$ cat config.mk
export PLATFORM = sky130hd
export DESIGN_NAME = ita_controller
export DESIGN_NICKNAME = d
export VERILOG_FILES = /design/src/hw/ita_cfg_pkg.sv /design/src/hw/ita_step_pkg.sv /design/src/hw/ita_beat_gate.sv /design/src/hw/ita_tile_sequencer.sv /design/src/hw/ita_edge_padder.sv /design/src/hw/ita_controller.sv
export SDC_FILE = /design/constraint.sdc
export NUM_CORES = 1
export LEC_CHECK = 0
export ABC_AREA = 1
export BUFFER_PORTS_ARGS = -buffer_cell sky130_fd_sc_hd__buf_2
export CAP_MARGIN = 15
export CORE_AREA = 2 2 361 363
export CTS_CLUSTER_SIZE = 10
export DETAILED_ROUTE_END_ITERATION = 16
export DIE_AREA = 0 0 363 365
export PLACE_DENSITY = 0.47
export SYNTH_ARGS = -nofsm -noshare
export SYNTH_HDL_FRONTEND = slang
export SYNTH_SLANG_ARGS = --single-unit
$ cat constraint.sdc
create_clock -name clk_i -period 4.9 [get_ports clk_i]
set_input_delay 0.49 -clock clk_i [delete_from_list [all_inputs] [get_ports clk_i]]
set_output_delay 0.49 -clock clk_i [all_outputs]
set_load 0.03 [all_outputs]
$ cat src/hw/ita_cfg_pkg.sv
// shared widths and vector types of the tile controller
// counters and dimensions are unsigned, 16 bits wide

package ita_cfg_pkg;

  // beat and tile counters
  localparam int unsigned counter_w = 16;

  localparam int unsigned tile_cnt_w = 8;  // tiles along one matrix side
  localparam int unsigned dim_w = 16;  // matrix dimension in elements
  localparam int unsigned bias_w = 24;  // one bias lane

  // beat index inside a tile, tile position
  typedef logic [counter_w-1:0] counter_t;

  // tile counts as given by the host
  typedef logic [tile_cnt_w-1:0] tile_cnt_t;

  // outer matrix dimension
  typedef logic [dim_w-1:0] dim_t;

  // single bias element, one per lane
  typedef logic [bias_w-1:0] bias_elem_t;

endpackage

$ cat src/hw/ita_step_pkg.sv
// layer and step encodings of the tile controller
// attention layers are not supported

package ita_step_pkg;

  // layer requested by the host
  typedef enum logic [1:0] {
    Linear,
    Feedforward
  } layer_e;

  // sequencer step, Idle between layers
  typedef enum logic [1:0] {
    Idle,
    MatMul,
    F1,
    F2
  } step_e;

endpackage

$ cat src/hw/ita_beat_gate.sv
// three-way join of input, weight and bias streams with output-tile credit
// tile_dim*tile_dim/num_lanes beats per tile; fifo_depth must be at least 1

module ita_beat_gate #(
  parameter int unsigned num_lanes  = 16,
  parameter int unsigned tile_dim   = 64,
  parameter int unsigned fifo_depth = 2
) (
  input  logic                  clk_i,
  input  logic                  rst_ni,
  input  logic                  inp_valid_i,
  input  logic                  weight_valid_i,
  input  logic                  bias_valid_i,
  input  logic                  oup_valid_i,
  input  logic                  oup_ready_i,
  input  logic                  active_i,
  input  logic                  last_inner_i,
  output logic                  inp_ready_o,
  output logic                  weight_ready_o,
  output logic                  bias_ready_o,
  output logic                  calc_en_o,
  output ita_cfg_pkg::counter_t beat_idx_o,
  output logic                  tile_done_o
);

  localparam int unsigned beats_per_tile = tile_dim * tile_dim / num_lanes;
  localparam int unsigned credit_w = $clog2(fifo_depth + 1);

  ita_cfg_pkg::counter_t count_q;
  logic [credit_w-1:0]   ongoing_q;  // output tiles in flight
  logic                  open;
  logic                  accept;
  logic                  last_beat;
  logic                  push;
  logic                  pop;

  // stall once the output FIFO is full
  assign open = active_i && (ongoing_q < credit_w'(fifo_depth));

  assign inp_ready_o    = open && weight_valid_i;
  assign weight_ready_o = open && inp_valid_i;
  assign bias_ready_o   = open && weight_valid_i;

  assign accept    = open && inp_valid_i && weight_valid_i && bias_valid_i;
  assign last_beat = (count_q == ita_cfg_pkg::counter_t'(beats_per_tile - 1));

  assign calc_en_o   = accept;
  assign beat_idx_o  = count_q;
  assign tile_done_o = accept && last_beat;

  // a finished output tile takes one credit
  assign push = tile_done_o && last_inner_i;
  assign pop  = oup_valid_i && oup_ready_i && ((ongoing_q != '0) || push);

  always_ff @(posedge clk_i or negedge rst_ni) begin
    if (!rst_ni) begin
      count_q <= '0;
    end else if (accept) begin
      count_q <= last_beat ? '0 : count_q + 1'b1;  // wrap at tile end
    end
  end

  always_ff @(posedge clk_i or negedge rst_ni) begin
    if (!rst_ni) begin
      ongoing_q <= '0;
    end else if (push && !pop) begin
      ongoing_q <= ongoing_q + 1'b1;
    end else if (pop && !push) begin
      ongoing_q <= ongoing_q - 1'b1;
    end
  end

endmodule

$ cat src/hw/ita_tile_sequencer.sv
// step FSM with inner and outer tile counters for Linear and Feedforward
// tile counts must be nonzero; control inputs held while busy

module ita_tile_sequencer #(
  parameter int unsigned num_lanes = 16
) (
  input  logic                   clk_i,
  input  logic                   rst_ni,
  input  logic                   start_i,
  input  ita_step_pkg::layer_e   layer_i,
  input  ita_cfg_pkg::tile_cnt_t tile_s_i,
  input  ita_cfg_pkg::tile_cnt_t tile_e_i,
  input  ita_cfg_pkg::tile_cnt_t tile_f_i,
  input  ita_cfg_pkg::tile_cnt_t tile_p_i,
  input  ita_cfg_pkg::dim_t      seq_length_i,
  input  ita_cfg_pkg::dim_t      embed_size_i,
  input  ita_cfg_pkg::dim_t      ff_size_i,
  input  logic                   tile_done_i,
  output ita_step_pkg::step_e    step_o,
  output logic                   active_o,
  output logic                   busy_o,
  output ita_cfg_pkg::counter_t  tile_x_o,
  output ita_cfg_pkg::counter_t  tile_y_o,
  output ita_cfg_pkg::counter_t  inner_tile_o,
  output logic                   first_inner_tile_o,
  output logic                   last_inner_tile_o,
  output logic                   pad_en_o,
  output ita_cfg_pkg::dim_t      rows_o,
  output ita_cfg_pkg::dim_t      cols_o
);

  // lanes are addressed by bit slicing downstream
  if ((num_lanes == 0) || ((num_lanes & (num_lanes - 1)) != 0)) begin : g_lane_check
    $error("num_lanes must be a power of two");
  end

  ita_step_pkg::step_e   step_q;
  ita_step_pkg::step_e   next_step;
  ita_cfg_pkg::counter_t inner_q, tile_x_q, tile_y_q;
  ita_cfg_pkg::counter_t k_cnt;  // inner tiles per output tile
  ita_cfg_pkg::counter_t x_cnt;  // output tiles along x
  ita_cfg_pkg::counter_t y_cnt;
  logic                  last_x, last_y;

  // per-step extents and bounds
  always_comb begin
    k_cnt     = ita_cfg_pkg::counter_t'(tile_e_i);
    x_cnt     = ita_cfg_pkg::counter_t'(tile_p_i);
    rows_o    = seq_length_i;
    cols_o    = embed_size_i;
    pad_en_o  = 1'b0;
    next_step = ita_step_pkg::Idle;
    case (step_q)
      ita_step_pkg::F1: begin
        x_cnt     = ita_cfg_pkg::counter_t'(tile_f_i);
        cols_o    = ff_size_i;
        pad_en_o  = 1'b1;
        next_step = ita_step_pkg::F2;
      end
      ita_step_pkg::F2: begin
        k_cnt    = ita_cfg_pkg::counter_t'(tile_f_i);
        x_cnt    = ita_cfg_pkg::counter_t'(tile_e_i);
        pad_en_o = 1'b1;  // cols stay at embed_size
      end
      default: ;  // MatMul keeps the defaults, no padding
    endcase
  end

  assign y_cnt  = ita_cfg_pkg::counter_t'(tile_s_i);
  assign last_x = (tile_x_q == x_cnt - 1'b1);
  assign last_y = (tile_y_q == y_cnt - 1'b1);

  assign active_o           = (step_q != ita_step_pkg::Idle);
  assign busy_o             = active_o;  // high from start until back in Idle
  assign step_o             = step_q;
  assign tile_x_o           = tile_x_q;
  assign tile_y_o           = tile_y_q;
  assign inner_tile_o       = inner_q;
  assign first_inner_tile_o = (inner_q == '0);
  assign last_inner_tile_o  = active_o && (inner_q == k_cnt - 1'b1);

  always_ff @(posedge clk_i or negedge rst_ni) begin
    if (!rst_ni) begin
      step_q   <= ita_step_pkg::Idle;
      inner_q  <= '0;
      tile_x_q <= '0;
      tile_y_q <= '0;
    end else if (step_q == ita_step_pkg::Idle) begin
      if (start_i) begin
        step_q <= (layer_i == ita_step_pkg::Feedforward) ? ita_step_pkg::F1
                                                          : ita_step_pkg::MatMul;
      end
    end else if (tile_done_i) begin
      if (!last_inner_tile_o) begin
        inner_q <= inner_q + 1'b1;
      end else begin
        inner_q <= '0;
        if (!last_x) begin
          tile_x_q <= tile_x_q + 1'b1;
        end else begin
          tile_x_q <= '0;
          if (!last_y) begin
            tile_y_q <= tile_y_q + 1'b1;
          end else begin
            tile_y_q <= '0;
            step_q   <= next_step;  // all outer tiles of this step done
          end
        end
      end
    end
  end

endmodule

$ cat src/hw/ita_edge_padder.sv
// zeroes bias lanes and requant bits that fall outside the matrix bounds
// tile_dim a power of two; result registered on the accepted beat

module ita_edge_padder #(
  parameter int unsigned num_lanes = 16,
  parameter int unsigned tile_dim  = 64
) (
  input  logic                                  clk_i,
  input  logic                                  rst_ni,
  input  logic                                  calc_en_i,
  input  ita_cfg_pkg::counter_t                 beat_idx_i,
  input  ita_cfg_pkg::counter_t                 tile_x_i,
  input  ita_cfg_pkg::counter_t                 tile_y_i,
  input  logic                                  pad_en_i,
  input  ita_cfg_pkg::dim_t                     rows_i,
  input  ita_cfg_pkg::dim_t                     cols_i,
  input  ita_cfg_pkg::bias_elem_t [num_lanes-1:0] inp_bias_i,
  input  logic                                  requant_add_i,
  output ita_cfg_pkg::bias_elem_t [num_lanes-1:0] inp_bias_pad_o,
  output logic [num_lanes-1:0]                  requant_add_o
);

  localparam int unsigned row_bits = $clog2(tile_dim);

  ita_cfg_pkg::counter_t row;
  ita_cfg_pkg::counter_t col_base;  // column of lane 0
  logic [num_lanes-1:0]  keep;

  // beats run down the rows first, then step one lane group right
  always_comb begin
    row      = (beat_idx_i & ita_cfg_pkg::counter_t'(tile_dim - 1))
             + tile_y_i * ita_cfg_pkg::counter_t'(tile_dim);
    col_base = (beat_idx_i >> row_bits) * ita_cfg_pkg::counter_t'(num_lanes)
             + tile_x_i * ita_cfg_pkg::counter_t'(tile_dim);
    for (int lane = 0; lane < num_lanes; lane++) begin
      keep[lane] = !pad_en_i
                || ((row < rows_i)
                    && ((col_base + ita_cfg_pkg::counter_t'(lane)) < cols_i));
    end
  end

  always_ff @(posedge clk_i or negedge rst_ni) begin
    if (!rst_ni) begin
      inp_bias_pad_o <= '0;
      requant_add_o  <= '0;
    end else if (calc_en_i) begin
      for (int lane = 0; lane < num_lanes; lane++) begin
        inp_bias_pad_o[lane] <= keep[lane] ? inp_bias_i[lane] : '0;
        requant_add_o[lane]  <= keep[lane] && requant_add_i;  // one bit per lane
      end
    end
  end

endmodule

$ cat src/hw/ita_controller.sv
// tile controller top; control inputs must stay stable while busy_o is high
// only Linear and Feedforward layers

module ita_controller #(
  parameter int unsigned num_lanes  = 16,
  parameter int unsigned tile_dim   = 64,
  parameter int unsigned fifo_depth = 2
) (
  input  logic                                  clk_i,
  input  logic                                  rst_ni,
  input  logic                                  start_i,
  input  ita_step_pkg::layer_e                  layer_i,
  input  ita_cfg_pkg::tile_cnt_t                tile_s_i,
  input  ita_cfg_pkg::tile_cnt_t                tile_e_i,
  input  ita_cfg_pkg::tile_cnt_t                tile_f_i,
  input  ita_cfg_pkg::tile_cnt_t                tile_p_i,
  input  ita_cfg_pkg::dim_t                     seq_length_i,
  input  ita_cfg_pkg::dim_t                     embed_size_i,
  input  ita_cfg_pkg::dim_t                     ff_size_i,
  input  logic                                  inp_valid_i,
  output logic                                  inp_ready_o,
  input  logic                                  weight_valid_i,
  output logic                                  weight_ready_o,
  input  logic                                  bias_valid_i,
  output logic                                  bias_ready_o,
  input  logic                                  oup_valid_i,
  input  logic                                  oup_ready_i,
  input  ita_cfg_pkg::bias_elem_t [num_lanes-1:0] inp_bias_i,
  input  logic                                  requant_add_i,
  output ita_cfg_pkg::bias_elem_t [num_lanes-1:0] inp_bias_pad_o,
  output logic [num_lanes-1:0]                  requant_add_o,
  output logic                                  calc_en_o,
  output ita_step_pkg::step_e                   step_o,
  output logic                                  busy_o,
  output ita_cfg_pkg::counter_t                 tile_x_o,
  output ita_cfg_pkg::counter_t                 tile_y_o,
  output ita_cfg_pkg::counter_t                 inner_tile_o,
  output logic                                  first_inner_tile_o,
  output logic                                  last_inner_tile_o
);

  ita_cfg_pkg::counter_t beat_idx;
  logic                  tile_done;
  logic                  active;
  logic                  pad_en;
  ita_cfg_pkg::dim_t     rows, cols;

  ita_beat_gate #(
    .num_lanes (num_lanes),
    .tile_dim  (tile_dim),
    .fifo_depth(fifo_depth)
  ) u_gate (
    .clk_i         (clk_i),
    .rst_ni        (rst_ni),
    .inp_valid_i   (inp_valid_i),
    .weight_valid_i(weight_valid_i),
    .bias_valid_i  (bias_valid_i),
    .oup_valid_i   (oup_valid_i),
    .oup_ready_i   (oup_ready_i),
    .active_i      (active),
    .last_inner_i  (last_inner_tile_o),
    .inp_ready_o   (inp_ready_o),
    .weight_ready_o(weight_ready_o),
    .bias_ready_o  (bias_ready_o),
    .calc_en_o     (calc_en_o),
    .beat_idx_o    (beat_idx),
    .tile_done_o   (tile_done)
  );

  ita_tile_sequencer #(
    .num_lanes(num_lanes)
  ) u_seq (
    .clk_i             (clk_i),
    .rst_ni            (rst_ni),
    .start_i           (start_i),
    .layer_i           (layer_i),
    .tile_s_i          (tile_s_i),
    .tile_e_i          (tile_e_i),
    .tile_f_i          (tile_f_i),
    .tile_p_i          (tile_p_i),
    .seq_length_i      (seq_length_i),
    .embed_size_i      (embed_size_i),
    .ff_size_i         (ff_size_i),
    .tile_done_i       (tile_done),
    .step_o            (step_o),
    .active_o          (active),
    .busy_o            (busy_o),
    .tile_x_o          (tile_x_o),
    .tile_y_o          (tile_y_o),
    .inner_tile_o      (inner_tile_o),
    .first_inner_tile_o(first_inner_tile_o),
    .last_inner_tile_o (last_inner_tile_o),
    .pad_en_o          (pad_en),
    .rows_o            (rows),
    .cols_o            (cols)
  );

  // padding sees the beat and tile position of the current acceptance
  ita_edge_padder #(
    .num_lanes(num_lanes),
    .tile_dim (tile_dim)
  ) u_pad (
    .clk_i         (clk_i),
    .rst_ni        (rst_ni),
    .calc_en_i     (calc_en_o),
    .beat_idx_i    (beat_idx),
    .tile_x_i      (tile_x_o),
    .tile_y_i      (tile_y_o),
    .pad_en_i      (pad_en),
    .rows_i        (rows),
    .cols_i        (cols),
    .inp_bias_i    (inp_bias_i),
    .requant_add_i (requant_add_i),
    .inp_bias_pad_o(inp_bias_pad_o),
    .requant_add_o (requant_add_o)
  );

endmodule

* Word-level counts from Yosys, hierarchy flattened *
Cells that the tools add are included.

cells by class
  $add $sub $neg = 26
  order comparisons = 18
  eq/ne operators = 8
  mux-type cells = 34
  bitwise gates (word level) = 1
  reduce and logical (&&, ||, !) cells = 78

operators by type and width
  kind                                                                     number
  24-bit 2-to-1 mux                                                        16
  16-bit less-than comparator                                              17
  16-bit by 4-bit adder with 16-bit output (second input constant)         8
  16-bit by 1-bit adder with 16-bit output (second input constant)         5
  16-bit 2-to-1 mux                                                        5
  16-bit by 3-bit adder with 16-bit output (second input constant)         4
  16-bit equality test                                                     3
  1-bit logical AND                                                        44
  16-bit by 2-bit adder with 16-bit output (second input constant)         2
  8-bit by 1-bit subtractor with 9-bit output (second input constant)      3
  2-bit 2-to-1 mux                                                         10
  1-bit logical OR                                                         17
  14-bit by 16-bit adder with 16-bit output                                1
  6-bit by 16-bit adder with 16-bit output                                 1
  16-bit by 8-bit equality test with 1-bit output (second input constant)  1
  16-bit zero test                                                         1
  8-bit case mux with 2 select lines                                       1
  2-bit nonzero test                                                       7
  8-bit 2-to-1 mux                                                         1
  5-bit AND reduction                                                      1
  2-bit equality test (second input constant)                              2
  4-bit AND reduction                                                      1
  1-bit zero test                                                          3
  3-bit AND reduction                                                      1
  10 further kinds                                                         10

word-level totals
  flip-flop bits (word level) = 468
  output and inout port bits = 457
  logic and storage cells = 188

* Longest topological paths before layout *
Gate-level depths: netlist of run 1.

  word-level depth = 12
  mapped depth = 25
  mapped depth without buffers = 24

* By module *
Synthesis of run 1 repeated with hierarchy kept, for this count alone.

second synthesis, totals
  cell total of the unflattened synthesis = 3883
  area, all modules = 26900.8 um^2

by module, submodules not included
  module              times used  cells each  area each (um^2)  seq. area each (um^2)
  ita_edge_padder     1           2792        19964.1           10009.6
  ita_tile_sequencer  1           943         5803.1            1251.2
  ita_beat_gate       1           148         1133.6            450.4

* Worst setup path after synthesis of run 1 *
No wires, ideal clock.

  kind = register to register
  start point = register u_seq.tile_x_q[2] (netlist: u_seq.tile_x_o[2])
  end point = register u_pad.inp_bias_pad_o[149] (netlist name)
  setup time = 130 ps
  arrival = 3657 ps
  path slack = 1113 ps
  cell stages (with the launch flop) = 22
  path buffers = 2
  period minus slack after synthesis = 3787 ps
  cells stage by stage = dfrtp_1 > ha_1 > a21o_1 > nand2_1 > nand2_1 > a21oi_1 > nor2_1 > o21ai_0 > nand2_1 > a21oi_1 > nor2_1 > xor2_1 > ha_1 > nand2_1 > or2_2 > and3_1 > clkbuf_1 > o21ai_0 > nor2_1 > a21oi_1 > clkbuf_1 > o21ai_0

between the ends
  cells in the longest elaborated chain, start to end = 6

ends and longest elaborated chain
  what                                       RTL line                  text
  start, declared                            ita_tile_sequencer.sv:39  ita_cfg_pkg::counter_t inner_q, tile_x_q, tile_y_q;
  start signal, assigned                     ita_tile_sequencer.sv:99  tile_x_q <= tile_x_q + 1'b1;
  14-bit by 16-bit adder with 16-bit output  ita_edge_padder.sv:34     + tile_x_i * ita_cfg_pkg::counter_t'(tile_dim);
  16-bit by 3-bit adder with 16-bit output   ita_edge_padder.sv:38     && ((col_base + ita_cfg_pkg::counter_t'(lane)) < cols_i));
  16-bit less-than comparator                ita_edge_padder.sv:38
  1-bit logical AND                          ita_edge_padder.sv:38
  1-bit logical OR                           ita_edge_padder.sv:37     || ((row < rows_i)
  24-bit 2-to-1 mux                          ita_edge_padder.sv:48     inp_bias_pad_o[lane] <= keep[lane] ? inp_bias_i[lane] : '0;
  end signal, assigned by index              ita_edge_padder.sv:48
  end, declared                              ita_edge_padder.sv:19     output ita_cfg_pkg::bias_elem_t [num_lanes-1:0] inp_bias_pad_o,

Every way passes these cells.
A chain may end at the register's enable or synchronous reset.

* Worst setup path in the final report of run 1 *
  start point = register u_seq.tile_x_q[0] (netlist: u_seq.tile_x_o[0])
  end point = register u_pad.inp_bias_pad_o[112] (netlist name)

The elaborated chain is that of the path after synthesis.

==> flow_summary.json, run 1 <==
{
  "status": "completed",
  "syn_inst": 2922,
  "syn_avg_cell_area_um2": 7.91,
  "p_total_mw": 17.1,
  "setup_viol": 0,
  "multiInputGateArea_mm2": 0.0100,
  "synthTopCellsByArea": "dfrtp_1, nand2_1, nand3_1",
  "synth_top_area_share": 0.507,
  "arrival_ns": 4.83,
  "grt_remaining_overflow": 0,
  "start_kind": "register",
  "finalMaxSlewViolations": 0,
  "hp-class": "in -> reg",
  "cp_max_fo": 20,
  "cp-end-kind": "register",
  "cap_violations": 0,
  "ys_warn_count": 0,
  "place_inst": 5430,
  "synth_compound_area_frac": 0.0451,
  "muxShareOfSynthArea": 0.00477,
  "crit_type": "reg -> reg",
  "area_growth_pct": 39.7,
  "drive_above_1_share": 0.295,
  "relSlewSlack": 0.247,
  "grt.total_usage": 0.155,
  "wirelength_um": 109000,
  "grt_pass1_vias": 22300,
  "synth_top_family_by_area": "simple AND/OR/NAND/NOR gates",
  "grt_max_degree": 170,
  "die_y_um": 365,
  "final_cells": 5584,
  "cts_sinks": 468,
  "vdd_ir_drop_max_mv": 0.283,
  "yosys.area_share.simple": 0.335,
  "max_stage_delay_ns": 0.46,
  "min_period_ns": 4.26,
  "fmax_mhz": 234,
  "coreArea_mm2": 0.129,
  "antenna_left": 0,
  "post-route-drc-count": 0,
  "clk_pin_slew_ns": 0.06,
  "finalCritPeriodShare": 0.870,
  "async_flop_share": 1.00,
  "dp_hpwl_um": 82400,
  "dieArea_mm2": 0.132,
  "rsz0062_at_grt": "false",
  "drtPass1Iterations": 5,
  "synth_seq_cells": 468,
  "num_vias": 23300,
  "drt_iter0_markers": 1562,
  "p_leak_nw": 17.8,
  "die_x_um": 363,
  "wl_per_cell_um": 19.4,
  "synthAdderAreaFrac": 0.0247,
  "rows": 132,
  "synth_top_cell_by_area": "dfrtp_1",
  "ff_latch_area_mm2": 0.0117,
  "synth_edf_count": 0,
  "yosysUniqueCellTypes": 50,
  "vias_per_cell": 4.18,
  "cts_root_buf": "clkbuf_16",
  "synth_flop_cell": "dfrtp_1",
  "synth_xor_area_frac": 0.0213,
  "hold_viol": 0,
  "netlist_top_cells_count": "nand2_1, dfrtp_1, nand3_1, inv_1",
  "insertion_delay_ns": 0.66,
  "crit_top_cell": "nand2_1",
  "cts_tree": "built",
  "antenna_found_initial": 44,
  "cp.required_ns": 5.47,
  "cts_max_path_buffers": 3,
  "worst_pin_slew_ns": 1.13,
  "grt_pass1_wl_um": 153000,
  "synth.most_common_cell": "nand2_1",
  "io-pin-count": 932,
  "p_per_area_mw_per_mm2": 529,
  "path_cells": "ha_1 -> fa_1 -> nand3_1 -> nand2_1 -> a21oi_1 -> o21bai_1 -> nand2_1 -> nand2_1 -> a21oi_1 -> xor2_1 -> ha_1 -> nand2_1 -> nor2_1 -> nand3_1 -> buf_4 -> inv_1 -> nand2_1 -> inv_1 -> o21ai_2 -> o311ai_0 -> o21ai_4 -> buf_4 -> nand3_1 -> nand2_1",
  "h-tree-depth": 2,
  "numCtsBuffers": 60,
  "synth_nets": 3442,
  "fillers": 14300,
  "final.setup.tns_ns": 0,
  "io_buffer_count": 931,
  "finClkSkew_ns": 0.0319,
  "final_util": 0.251,
  "ys_seq_area_frac": 0.507,
  "fin_nets": 4387,
  "start_util": 0.180,
  "crit_slowest_cell": "dfrtp_1",
  "gp_congestion": 0.855,
  "netlist_area_mm2": 0.0231,
  "cts_setup_buffers": 0
}
[cell type report]
type	instances	area share
inverter	205	0.0242
clock buffer	79	0.0528
timing repair buffer	1032	0.177
tap	1675	0.0650
antenna	10	0.000776
clock inverter	15	0.00617
sequential	468	0.363
multi-input combinational	2100	0.311
[per-layer routing]
layer	global-route usage	wire length [um]	vias up
met3	0.0435	8390	205
met4	0.0557	3800	52
li1	-	-	11300
met1	0.205	46900	11000
met5	0	345	-
met2	0.239	49100	823
[timing repair]
item	in CTS	in global routing
resized for setup	0	0
endpoints found under the hold margin	122	0
hold buffers	50	0
[state kept, by name, summed over array words and instances (netlist names)]
signal                count
u_pad.inp_bias_pad_o    384
u_gate.beat_idx_o        16
u_pad.requant_add_o      16
u_seq.inner_tile_o       16
u_seq.tile_x_o           16
u_seq.tile_y_o           16
u_gate.ongoing_q          2
u_seq.step_o              2
[final timing paths]
path	start	end	slack (ns)	cells after the start
worst max-delay path	u_seq.tile_x_o[0]$_DFFE_PN0P_	u_pad.inp_bias_pad_o[112]$_DFFE_PN0P_	0.64	24
worst min-delay path	inp_bias_i[260]	u_pad.inp_bias_pad_o[260]$_DFFE_PN0P_	0.06	3
worst max register to register	u_seq.tile_x_o[0]$_DFFE_PN0P_	u_pad.inp_bias_pad_o[112]$_DFFE_PN0P_	0.64	24
worst min register to register	u_pad.inp_bias_pad_o[288]$_DFFE_PN0P_	u_pad.inp_bias_pad_o[288]$_DFFE_PN0P_	0.47	2
max in group asynchronous	rst_ni	u_pad.inp_bias_pad_o[214]$_DFFE_PN0P_	3.28	3
min in group asynchronous	rst_ni	u_pad.inp_bias_pad_o[130]$_DFFE_PN0P_	0.48	2
[metrics by stage]
stage | hold WS [ns] | cell area, um2 | setup WS [ns]
after global placement | 0.457 | 29800 | 0.606
after floorplan | 0.194 | 23100 | 1.11
final | 0.0586 | 32300 | 0.635
after CTS | 0.0000867 | 32200 | 0.514
after detailed placement | 0.459 | 29800 | 0.567
after global routing | 0.0178 | 32200 | 0.172
[cell usage in the layout, fill, tap and decap left out, types with 39 or more instances in the layout]
cell type	instances
nand4_1	39
buf_2	930
ha_1	44
nor2_1	112
a21oi_1	40
inv_1	195
o21ai_0	114
nand2_1	1138
buf_4	39
xor2_1	46
dfrtp_1	467
clkbuf_16	60
nand3_1	391
dlygate4sd3_1	50
[cell families (layout without fill, tap and decap cells)]
| kind of cell | after synthesis | in the layout |
|---|---|---|
| AOI/OAI and AO/OA | 195 | 195 |
| xor gates and xnor gates | 54 | 54 |
| adders and majority gates | 45 | 45 |
| buffers and inverters | 354 | 1331 |
| DFF | 468 | 468 |
| muxes | 11 | 11 |
| other | 0 | 10 |
| and+or+nand+nor | 1795 | 1795 |
[critical path: cells and delay by family, from the launching register on]
kind,cells,cell delay (ns)
fa+ha+maj,3,0.95
simple gates,10,0.83
buf+inv,4,0.64
xor+xnor,1,0.18
compound gates,6,1.13
flops,1,0.46
[where the power goes]
part	switching, mW	internal, mW
Combinational	5.11	1.88
Clock	1.82	2.57
Sequential	0.694	5.01
Note: power is estimated with default switching activity, not from simulation.
==> run 2: changes to the inputs <==
--- a/config.mk
+++ b/config.mk
@@ -12,7 +12,8 @@
 export CTS_CLUSTER_SIZE = 10
 export DETAILED_ROUTE_END_ITERATION = 16
 export DIE_AREA = 0 0 363 365
-export PLACE_DENSITY = 0.47
+export PLACE_DENSITY_LB_ADDON = 0.2
 export SYNTH_ARGS = -nofsm -noshare
 export SYNTH_HDL_FRONTEND = slang
 export SYNTH_SLANG_ARGS = --single-unit
+export TNS_END_PERCENT = 100
==> flow_summary.json, run 2 (synthesized netlist as in run 1, its figures left out) <==
{
  "grt.total_usage": 0.160,
  "coreArea_mm2": 0.129,
  "cap_violations": 0,
  "place_inst": 5423,
  "grt_max_degree": 187,
  "multiInputGateArea_mm2": 0.0100,
  "worst_pin_slew_ns": 1.19,
  "wl_per_cell_um": 19.7,
  "reg2reg_slack_ns": 0.73,
  "cp_max_fo": 25,
  "cts_root_buf": "clkbuf_16",
  "largest_reg_flops": 384,
  "finalCritPeriodShare": 0.850,
  "h-tree-depth": 3,
  "grt_pass1_wl_um": 158000,
  "numCtsBuffers": 67,
  "relSlewSlack": 0.205,
  "r2r-end": "u_pad.inp_bias_pad_o[103]$_DFFE_PN0P_",
  "cts_setup_buffers": 0,
  "fmax_mhz": 240,
  "rsz0062_at_grt": "false",
  "hold_viol": 0,
  "cts_tree": "built",
  "finalMaxSlewViolations": 0,
  "p_per_area_mw_per_mm2": 536,
  "final.setup.tns_ns": 0,
  "crit_top_cell": "nand2_1",
  "fillers": 14300,
  "cts_sinks": 468,
  "area_growth_pct": 42.8,
  "min_period_ns": 4.17,
  "final_util": 0.256,
  "status": "completed",
  "insertion_delay_ns": 0.66,
  "grt_pass1_vias": 22900,
  "start_kind": "register",
  "setup_viol": 0,
  "rr_startpoint": "u_seq.tile_x_o[0]$_DFFE_PN0P_",
  "hold_depth": 3,
  "final_cells": 5661,
  "drive_above_1_share": 0.290,
  "vdd_ir_drop_max_mv": 0.273,
  "cts_hold_buf": 106,
  "gp_congestion": 0.825,
  "die_x_um": 363,
  "arrival_ns": 4.74,
  "top_register": "u_pad.inp_bias_pad_o",
  "r2r_cells": 23,
  "max_stage_delay_ns": 0.46,
  "hp-class": "in -> reg",
  "vias_per_cell": 4.12,
  "p_leak_nw": 18.1,
  "crit_type": "reg -> reg",
  "drtPass1Iterations": 5,
  "dieArea_mm2": 0.132,
  "cp-end-kind": "register",
  "drt_iter0_markers": 1504,
  "dp_hpwl_um": 84300,
  "antenna_left": 0,
  "io-pin-count": 932,
  "start_util": 0.180,
  "finClkSkew_ns": 0.0270,
  "min_from": "inp_bias_i[105]",
  "final_common_cell": "nand2_1",
  "cts_max_path_buffers": 3,
  "ff_latch_area_mm2": 0.0117,
  "p_total_mw": 17.7,
  "cp.required_ns": 5.48,
  "rows": 132,
  "io_buffer_count": 931,
  "hold_end": "u_pad.inp_bias_pad_o[105]$_DFFE_PN0P_",
  "antenna_found_initial": 33,
  "cts_resized": 0,
  "post-route-drc-count": 0,
  "path_cells": "ha_1 -> fa_1 -> nand3_1 -> nand2_1 -> a21oi_1 -> o21bai_1 -> nand2_1 -> nand2_1 -> a21oi_1 -> xor2_1 -> ha_1 -> nand2_1 -> nor2_1 -> nand3_1 -> inv_1 -> nand2_1 -> inv_1 -> o21ai_2 -> o311ai_0 -> o21ai_4 -> buf_4 -> nand3_1 -> nand2_1",
  "die_y_um": 365,
  "grt_remaining_overflow": 0,
  "clk_pin_slew_ns": 0.06,
  "crit_slowest_cell": "dfrtp_1",
  "fin_nets": 4443,
  "num_vias": 23300,
  "wirelength_um": 111000,
  "layout_common_cells": "nand2_1, buf_2, dfrtp_1, nand3_1, inv_1"
}
[run 2: cell count changes in the layout (fill, tap and decap cells not counted), sizes merged]
cell	change
inv	+2
dlygate4sd3	+56
diode	+5
bufinv	+2
clkinv	+6
clkbuf	+13
buf	-7
[run 2: how the worst max path moves through the flow]
stage / from / to
finish: u_seq.tile_x_o[0]$_DFFE_PN0P_ / u_pad.inp_bias_pad_o[103]$_DFFE_PN0P_
global route: u_seq.tile_x_o[0]$_DFFE_PN0P_ / u_pad.inp_bias_pad_o[318]$_DFFE_PN0P_
CTS: u_seq.step_o[0]$_DFFE_PN0P_ / last_inner_tile_o
detailed placement: u_seq.tile_x_o[2]$_DFFE_PN0P_ / u_pad.inp_bias_pad_o[116]$_DFFE_PN0P_
global placement: u_seq.tile_x_o[2]$_DFFE_PN0P_ / u_pad.inp_bias_pad_o[115]$_DFFE_PN0P_
floorplan: u_seq.tile_x_o[2]$_DFFE_PN0P_ / u_pad.inp_bias_pad_o[149]$_DFFE_PN0P_
[run 2: cell type report]
cell class | count | share of cell area
sequential | 468 | 0.355
antenna | 15 | 0.00114
tap | 1675 | 0.0635
clock inverter | 25 | 0.0105
clock buffer | 92 | 0.0562
timing repair buffer | 1081 | 0.186
multi-input combinational | 2100 | 0.304
inverter | 205 | 0.0236
[run 2: layer usage]
layer  track usage  vias to the layer above  share of wire  routed length, um
met4        0.0435                       34          0.024               2630
met5             0                        -         0.0020                217
met1         0.205                    11000           0.43              48100
met2         0.264                      695           0.48              53000
met3        0.0441                      165          0.065               7270
li1              -                    11400              -                  -
[run 2: per-stage QoR]
| step | cell area, um2 | setup WS [ns] | hold WS, ns |
|---|---|---|---|
| detailed placement | 29700 | 0.703 | 0.460 |
| floorplan | 23100 | 1.11 | 0.194 |
| finish | 33000 | 0.734 | 0.0697 |
| CTS | 32900 | 0.682 | 0.0000610 |
| global placement | 29700 | 0.738 | 0.457 |
| global route | 33000 | 0.201 | 0.0228 |
[run 2: critical path: cells and delay by family, from the launching register on]
family | cells | cell delay [ns]
fa+ha+maj | 3 | 0.94
compound gates | 6 | 0.93
simple gates | 10 | 1.02
flops | 1 | 0.46
buf+inv | 3 | 0.57
xor+xnor | 1 | 0.16
[run 2: report_power, final]
group	switching (mW)	total, mW	internal [mW]	leakage [nW]
Combinational	5.15	7.03	1.88	11.3
Sequential	0.680	5.69	5.01	5.79
Clock	2.01	4.95	2.94	1.07
Total	7.84	17.7	9.83	18.1
